[src/hw/spill_register.sv]
`timescale 1ns/1ns

module spill_register #(
  parameter int unsigned Width = 1
) (
  input  logic             clk_i,
  input  logic             rst_n_i,
  // Upstream side
  input  logic             valid_i,
  output logic             ready_o,
  input  logic [Width-1:0] data_i,
  // Downstream side
  output logic             valid_o,
  input  logic             ready_i,
  output logic [Width-1:0] data_o
);

  // Output slot feeds the downstream side directly
  logic             out_full;
  logic [Width-1:0] out_data;
  // Spill slot catches a second entry while output is stalled
  logic             spill_full;
  logic [Width-1:0] spill_data;

  logic push;
  logic pop;

  // Ready comes from a flop only, no path from ready_i
  assign ready_o = ~spill_full;
  assign valid_o = out_full;
  assign data_o  = out_data;

  assign push = valid_i & ready_o;
  assign pop  = out_full & ready_i;

  // Occupancy flags
  always_ff @(posedge clk_i or negedge rst_n_i) begin
    if (!rst_n_i) begin
      out_full   <= 1'b0;
      spill_full <= 1'b0;
    end else begin
      if (pop) begin
        // Spill entry moves up, or a new entry replaces the popped one
        if (!spill_full) begin
          out_full <= push;
        end
        spill_full <= 1'b0;
      end else if (push) begin
        if (out_full) begin
          spill_full <= 1'b1;
        end else begin
          out_full <= 1'b1;
        end
      end
    end
  end

  // Payload slots
  always_ff @(posedge clk_i) begin
    if (pop) begin
      if (spill_full) begin
        out_data <= spill_data;
      end else if (push) begin
        out_data <= data_i;
      end
    end else if (push) begin
      if (out_full) begin
        spill_data <= data_i;
      end else begin
        out_data <= data_i;
      end
    end
  end

endmodule

[config.mk]
export PLATFORM = sky130hd
export DESIGN_NAME = spill_register
export DESIGN_NICKNAME = d
export VERILOG_FILES = /design/src/hw/spill_register.sv
export SDC_FILE = /design/constraint.sdc
export NUM_CORES = 1
export LEC_CHECK = 0
export BUFFER_PORTS_ARGS = -buffer_cell sky130_fd_sc_hd__buf_4
export CORE_AREA = 2 2 39 41
export DETAILED_ROUTE_END_ITERATION = 10
export DIE_AREA = 0 0 41 43
export PLACE_DENSITY = 0.41
export SYNTH_ARGS = -nofsm -noshare
export SYNTH_HDL_FRONTEND = slang
export SYNTH_SLANG_ARGS = --single-unit
[constraint.sdc]
create_clock -name clk_i -period 1.2 [get_ports clk_i]
set_input_delay 0.24 -clock clk_i [delete_from_list [all_inputs] [get_ports clk_i]]
set_output_delay 0.24 -clock clk_i [all_outputs]
set_load 0.1 [all_outputs]
==> impl_results.md, run 1 <==
- Diode count: 0
- Via count: 159
- Hold Vio Cnt, Final: 0
- Gr busiest metal: met4
- Clock Sinks: 4
- Post-Syn Nets: 21
- Initial core utilization: 13.4%
- Final worst slack: 0.0252 ns
- FF+latch count, synth: 4
- First-pass GRT wire length: 676 microns
- Initial antenna violation count: 0
- Wire per inst: 8.82 microns
- Pre-CTS WS: 0.0747 ns
- Max-Cap Viols: 0
- CTS Root Cell: clkbuf_4
- Levels on crit path: 2
- Cell-by-cell trace of the critical path: clkinvlp_4, buf_12
- Worst R2R Path Depth: 2
- TritonCTS clock tree: built
- IO buf count: 7
- Crit-path slowest cell: dfrtp_2
- Die Area: 1760 sq um
- Pin count of the biggest net entering global routing: 7
- Synth top area cells: edfxtp_1 32%, dfrtp_1 27%, mux2_4 8.1%
- Cell family with most CP delay: flip-flops
- CP endpoint kind: output pin
- WP data arrival: 0.93 ns
- Worst Max-Slew Pin Slew: 0.278 ns
- Routability cong.: 0.588
- Die Wd: 41 microns
- Yosys cell types: 12
- Netlist Area Pre-Place: 185 sq um
- Yosys top cell area share: 32.4%
- CTS H-tree depth: 1
- Detailed Route WL: 388 microns
- Clock latency on the worst-skew pair: 0.24 ns
- Final Non-Filler Cells: 44
- Worst Setup SP: spill_full
- FF-to-FF End: data_o
- R2r setup slk: 0.07 ns
- Most common cell after layout, fill and taps aside: buf_4
- Grt met1 use: 7.47%
- Reg2reg start: valid_o
- Worst-path clk slew: 0.04 ns
- Crit path buf inv count: 2
- Hold Crit Class: in -> reg
- Vias in the first global route: 180
- Setup violations, final: 0
- Met2 Use GR: 6.56%
- Post-CTS setup buffer count: 0
- Crit path max fanout: 6
- Antenna Violating Nets Remaining: 0
- DRT Pass-1 Iters: 4
- RSZ-0062 raised after global routing: true
- Setup crit end: ready_o
- YS warnings: 0
- Die Ht: 43 microns
- Drt first-iter violations: 4
- Area delta synth->final: 79.7%
- Clock skew: 0.00463 ns
- F_max: 851 MHz
- Syn Area/Cell: 11.6 sq um
- Total Routing Usage GR: 6.55%
- Layout cell share with drive strength beyond 1: 60.7%
- Min Tclk post-route: 1.17 ns
- IO Pins: 8
- DRC Markers: 0
- Crit path largest cell delay: 0.42 ns
- Nets: 34
- Commonest cells after routing, fill and taps aside: 5 x buf_4, 3 x clkbuf_4, 2 x a21oi_1, 2 x edfxtp_1
- Cells after synthesis: 16
- Yosys top cell by area: edfxtp_1
- Final max-slew violation count: 0
- Worst path required time: 0.96 ns
- Fin crit share: 97.9%
- Relative slew slack: 81.6%
- CTS Buf Count: 3
- Clock Tree Buf Depth: 2
- GRT Residual Overflow: 0
- Filler cells: 155
- Seq/Total Area, Yosys: 59.5%
- Startpoint Class: flop
- # rows: 14
- CP Class: reg -> out
- Placed Cells: 39
- Via/cell ratio: 3.61
- Status: finished clean
- CORE AREA: 1380 sq um
- M3 GR Usage: 4.71%
[cells in the mapped netlist (all sizes together)]
library cell,instances
a21oi,2
nand3,1
o21ai,1
inv,2
mux2,1
a2bb2oi,1
edfxtp,2
nand2b,1
and2b,1
nand2,1
dfrtp,2
nor3,1
[state kept, by name, indices dropped and copies added, names as in the netlist]
name and cells:
spill_full 1, spill_data 1, data_o 1, valid_o 1
[layer usage]
metal	part of all wire (%)	wire, microns
met5	0	0
met4	0	0
met3	11	43
met2	40	156
met1	48	188
[worst reg2reg max path, stage by stage (launching register included)]
cell     delay, ns
dfrtp_4       0.50
nand3_2       0.09
mux2_4        0.29
[stage by stage]
stage | hold slack [ns] | TNS (ns) | instance area, sq um | utilization (%)
final | 0.194 | 0 | 333 | 24.1
after global routing | 0.170 | -0.0225 | 333 | 24.1
after CTS | 0.181 | 0 | 329 | 23.8
after detailed placement | 0.0238 | 0 | 275 | 19.9
after global placement | 0.0223 | 0 | 275 | 19.9
after floorplan | -0.0556 | -0.105 | 203 | -
[cells by family (layout without fill, tap and decap cells)]
kind of cell / count (synthesis) / in the layout / share of synthesized area [%]
AOI/OAI and AO/OA: 4 / 4 / 12.8
buffers and inverters: 2 / 14 / 4.06
DFF: 4 / 4 / 59.5
muxes: 1 / 1 / 8.11
and+or+nand+nor: 5 / 5 / 15.5
[layout make-up]
cell class,instances,area (sq um),area share (%)
Inverter,2,11.3,3.38
Sequential cell,4,115,34.6
Tap cell,16,20.0,6.02
Clock buffer,4,26.3,7.89
Multi-Input combinational cell,10,77.6,23.3
Timing Repair Buffer,8,82.6,24.8
[timing repair]
| item | 4_1_cts | 5_1_grt |
|---|---|---|
| resized for setup | 5 | 1 |
| pin swaps | 0 | 0 |
| endpoints found under the setup margin | 2 | 2 |
| hold buffers | 1 | 0 |
| endpoints found under the hold margin | 2 | 0 |
[worst min path at each step]
stage                       start    endpoint  cells past startpoint
after CTS                  data_i  spill_data                      1
after global routing       data_i  spill_data                      1
after global placement    rst_n_i  spill_full                      1
after floorplan           rst_n_i  spill_full                      0
final                      data_i  spill_data                      1
after detailed placement  rst_n_i  spill_full                      1
Power of run 1 is not shown: default switching activity piles up to over one toggle a cycle in this logic, so the estimate is an artifact.
==> run 2: changes to the inputs <==
--- a/config.mk
+++ b/config.mk
@@ -6,9 +6,9 @@
 export NUM_CORES = 1
 export LEC_CHECK = 0
 export BUFFER_PORTS_ARGS = -buffer_cell sky130_fd_sc_hd__buf_4
-export CORE_AREA = 2 2 39 41
+export CORE_AREA = 5 5 42 44
 export DETAILED_ROUTE_END_ITERATION = 10
-export DIE_AREA = 0 0 41 43
+export DIE_AREA = 0 0 47 49
 export PLACE_DENSITY = 0.41
 export SYNTH_ARGS = -nofsm -noshare
 export SYNTH_HDL_FRONTEND = slang
==> impl_results.md, run 2 (synthesis results as in run 1) <==
- Status: finished clean
- Min Tclk post-route: 1.18 ns
- Clock skew: 0.0112 ns
- Hold Crit Class: in -> reg
- Diode count: 0
- Nets: 35
- Wire per inst: 9.40 microns
- # rows: 14
- Layout cell share with drive strength beyond 1: 62.1%
- Clock Tree Buf Depth: 2
- Worst Setup SP: spill_full
- Commonest cells after routing, fill and taps aside: 6 x buf_4, 3 x clkbuf_4, 2 x a21oi_1, 2 x edfxtp_1
- Reg2reg start: spill_full
- Relative slew slack: 81.6%
- CP endpoint kind: flop
- TritonCTS clock tree: built
- Crit path largest cell delay: 0.43 ns
- Clock latency on the worst-skew pair: 0.24 ns
- RSZ-0062 raised after global routing: true
- Antenna Violating Nets Remaining: 0
- R2r setup slk: 0.02 ns
- Total Routing Usage GR: 5.65%
- Area delta synth->final: 81.8%
- Detailed Route WL: 423 microns
- Final max-slew violation count: 0
- Fin Setup TNS: 0 ns
- Cell-by-cell trace of the critical path: buf_4, nand3_2, mux2_4
- First-pass GRT wire length: 821 microns
- Die Ht: 49 microns
- WP data arrival: 1.17 ns
- HP Start: data_i
- Routability cong.: 0.689
- Worst Max-Slew Pin Slew: 0.278 ns
- GRT Residual Overflow: 0
- Via count: 173
- CORE AREA: 1400 sq um
- Cell family with most CP delay: flip-flops
- Drt first-iter violations: 3
- Setup violations, final: 0
- IO Pins: 8
- Most common cell after layout, fill and taps aside: buf_4
- CTS Root Cell: clkbuf_4
- Filler cells: 163
- Worst path required time: 1.19 ns
- Initial antenna violation count: 0
- DRT Pass-1 Iters: 2
- Via/cell ratio: 3.84
- Die Area: 2300 sq um
- Pin count of the biggest net entering global routing: 7
- Hold Vio Cnt, Final: 0
- Crit path buf inv count: 1
- Max-Cap Viols: 0
- Worst-path clk slew: 0.05 ns
- CTS H-tree depth: 1
- Crit path max fanout: 6
- DRC Markers: 0
- Crit-path slowest cell: dfrtp_2
- Startpoint Class: flop
- IO buf count: 7
- Clock Sinks: 4
- Die Wd: 47 microns
- F_max: 846 MHz
- Fin crit share: 98.5%
- CP Class: reg -> reg
- Vias in the first global route: 193
- CTS Buf Count: 3
- Initial core utilization: 13.2%
- DP Wirelength: 295 microns
## run 2: cell types whose count changed in the layout (fill, tap and decap cells not counted)
cell and change:
buf_4 +1, buf_6 +1, buf_8 -1
## run 2: layer usage
layer / GRT usage (%) / up-vias / wire length (microns)
met5: 0 / - / 0
met4: 2.76 / 0 / 0
met3: 7.75 / 0 / 79
met2: 5.88 / 10 / 167
met1: 6.00 / 82 / 176
li1: - / 81 / -
## run 2: worst paths after layout
path / endpoint / depth (start not counted)
min in group asynchronous: valid_o / 2
max: data_o / 3
max in group asynchronous: valid_o / 2
min: spill_data / 1
min reg2reg: spill_full / 1
max reg2reg: data_o / 3
## run 2: metrics by stage
step	cells	area (sq um)	utilization, %	hold WS, ns	setup WS [ns]
global placement	39	275	19.6	0.0252	0.0809
detailed placement	39	275	19.6	0.0253	0.0714
finish	45	337	24.0	0.191	0.0185
floorplan	16	203	-	-0.0556	-0.0802
CTS	44	329	23.5	0.183	0.0116
global route	45	337	24.0	0.176	-0.0261
## run 2: area by class of cell
class / count / area, sq um / share of cell area (%)
Timing Repair Buffer: 9 / 86.3 / 25.7
Multi-Input combinational cell: 10 / 77.6 / 23.0
Sequential cell: 4 / 115 / 34.2
Clock buffer: 4 / 26.3 / 7.81
Tap cell: 16 / 20.0 / 5.95
Inverter: 2 / 11.3 / 3.35
## run 2: what timing repair did
item	4_1_cts	5_1_grt
gates resized for setup	5	0
endpoints found under the hold margin	2	0
buffers inserted	0	1
hold buffers	1	0
setup endpoints to repair	2	1
pin swaps	0	0
Power of run 2 is left out for the same reason.
==> run 3: changes to the inputs <==
--- a/config.mk
+++ b/config.mk
@@ -6,9 +6,9 @@
 export NUM_CORES = 1
 export LEC_CHECK = 0
 export BUFFER_PORTS_ARGS = -buffer_cell sky130_fd_sc_hd__buf_4
-export CORE_AREA = 5 5 42 44
+export CORE_AREA = 8 8 45 47
 export DETAILED_ROUTE_END_ITERATION = 10
-export DIE_AREA = 0 0 47 49
+export DIE_AREA = 0 0 53 55
 export PLACE_DENSITY = 0.41
 export SYNTH_ARGS = -nofsm -noshare
 export SYNTH_HDL_FRONTEND = slang
==> impl_results.md, run 3 (synthesis results as in run 1) <==
- Status: finished clean
- Total Routing Usage GR: 4.65%
- Crit path max fanout: 6
- Setup violations, final: 0
- GRT Residual Overflow: 0
- CP Class: reg -> out
- Fin Setup TNS: 0 ns
- DR top layer: met4
- Worst Max-Slew Pin Slew: 0.279 ns
- Pin count of the biggest net entering global routing: 7
- Clock skew: 0.00848 ns
- Initial core utilization: 13.4%
- First-pass GRT wire length: 910 microns
- Routability cong.: 0.579
- Met1 wire length: 231 microns
- Via count: 165
- Initial antenna violation count: 0
- Hold Vio Cnt, Final: 0
- Hold Crit Class: in -> reg
- TritonCTS clock tree: built
- CTS Root Cell: clkbuf_4
- Max-Cap Viols: 0
- DRC Markers: 0
- Die Ht: 55 microns
- CORE AREA: 1380 sq um
- Worst-path clk slew: 0.04 ns
- Min Tclk post-route: 1.19 ns
- F_max: 840 MHz
- Nets: 34
- Detailed Route WL: 478 microns
- Met2 WL: 183 microns
- Hold Slack: 0.185 ns
- Final max-slew violation count: 0
- # rows: 14
- CP endpoint kind: output pin
- Diode count: 0
- Clock latency on the worst-skew pair: 0.24 ns
- Vias in the first global route: 202
- WP data arrival: 0.95 ns
- IO buf count: 7
- CTS Buf Count: 3
- Area delta synth->final: 82.4%
- Worst path required time: 0.96 ns
- Post-CTS setup buffer count: 0
- DRT Pass-1 Iters: 2
- CTS H-tree depth: 1
- Layout cell share with drive strength beyond 1: 60.7%
- Die Wd: 53 microns
- Antenna Violating Nets Remaining: 0
- Via/cell ratio: 3.75
- IO Pins: 8
- Commonest cells after routing, fill and taps aside: 5 x buf_4, 3 x clkbuf_4, 2 x a21oi_1, 2 x edfxtp_1, 2 x buf_12
- Core Util, Final: 24.4%
- Wire per inst: 10.9 microns
- Die Area: 2920 sq um
- Fin crit share: 99.2%
- Drt first-iter violations: 2
- DP Wirelength: 345 microns
- Met3 WL post-DR: 55 microns
- Clock Tree Buf Depth: 2
- Startpoint Class: flop
- Most common cell after layout, fill and taps aside: buf_4
- RSZ-0062 raised after global routing: true
- Relative slew slack: 81.5%
- Clock Sinks: 4
[run 3: cell count changes in the layout (fill, tap and decap cells not counted)]
cell / delta
buf_12: +1
buf_4: -1
buf_6: -1
[run 3: worst max-delay path, stage by stage, from the launching register on]
cell and delay (ns):
dfrtp_2 0.42, clkinvlp_4 0.12, buf_12 0.17
[run 3: cell type report]
| class | instances | area (sq um) |
|---|---|---|
| fill | 144 | 1050 |
| sequential | 4 | 115 |
| timing repair buffer | 8 | 87.6 |
| multi-input combinational | 10 | 77.6 |
| clock buffer | 4 | 26.3 |
| tap | 16 | 20.0 |
| inverter | 2 | 11.3 |
[run 3: final timing paths]
kind	depth (start not counted)	endpoint	slack, ns	from
max reg2reg	2	data_o	0.07	valid_o
min	1	spill_data	0.18	data_i
min in group asynchronous	2	valid_o	0.33	rst_n_i
max in group asynchronous	2	valid_o	0.77	rst_n_i
max	2	ready_o	0.01	spill_full
min reg2reg	1	data_o	0.56	spill_data
[run 3: per-stage QoR]
step / setup slack, ns / instances / area [sq um]
detailed placement: 0.0755 / 39 / 275
finish: 0.00959 / 44 / 338
floorplan: -0.0802 / 16 / 203
CTS: 0.00540 / 44 / 329
global route: -0.0464 / 44 / 338
global placement: 0.0789 / 39 / 275
[run 3: layer usage]
layer | vias to the layer above | GRT usage (%)
met2 | 8 | 5.47
met4 | 0 | 3.88
met1 | 74 | 4.73
met3 | 2 | 4.55
li1 | 81 | -
met5 | - | 0
[run 3: what timing repair did]
item / CTS / global route
setup endpoints to repair: 2 / 2
hold buffers: 1 / 0
gates resized for setup: 5 / 2
hold endpoints to repair: 2 / 0
Power of run 3 is left out for the same reason.
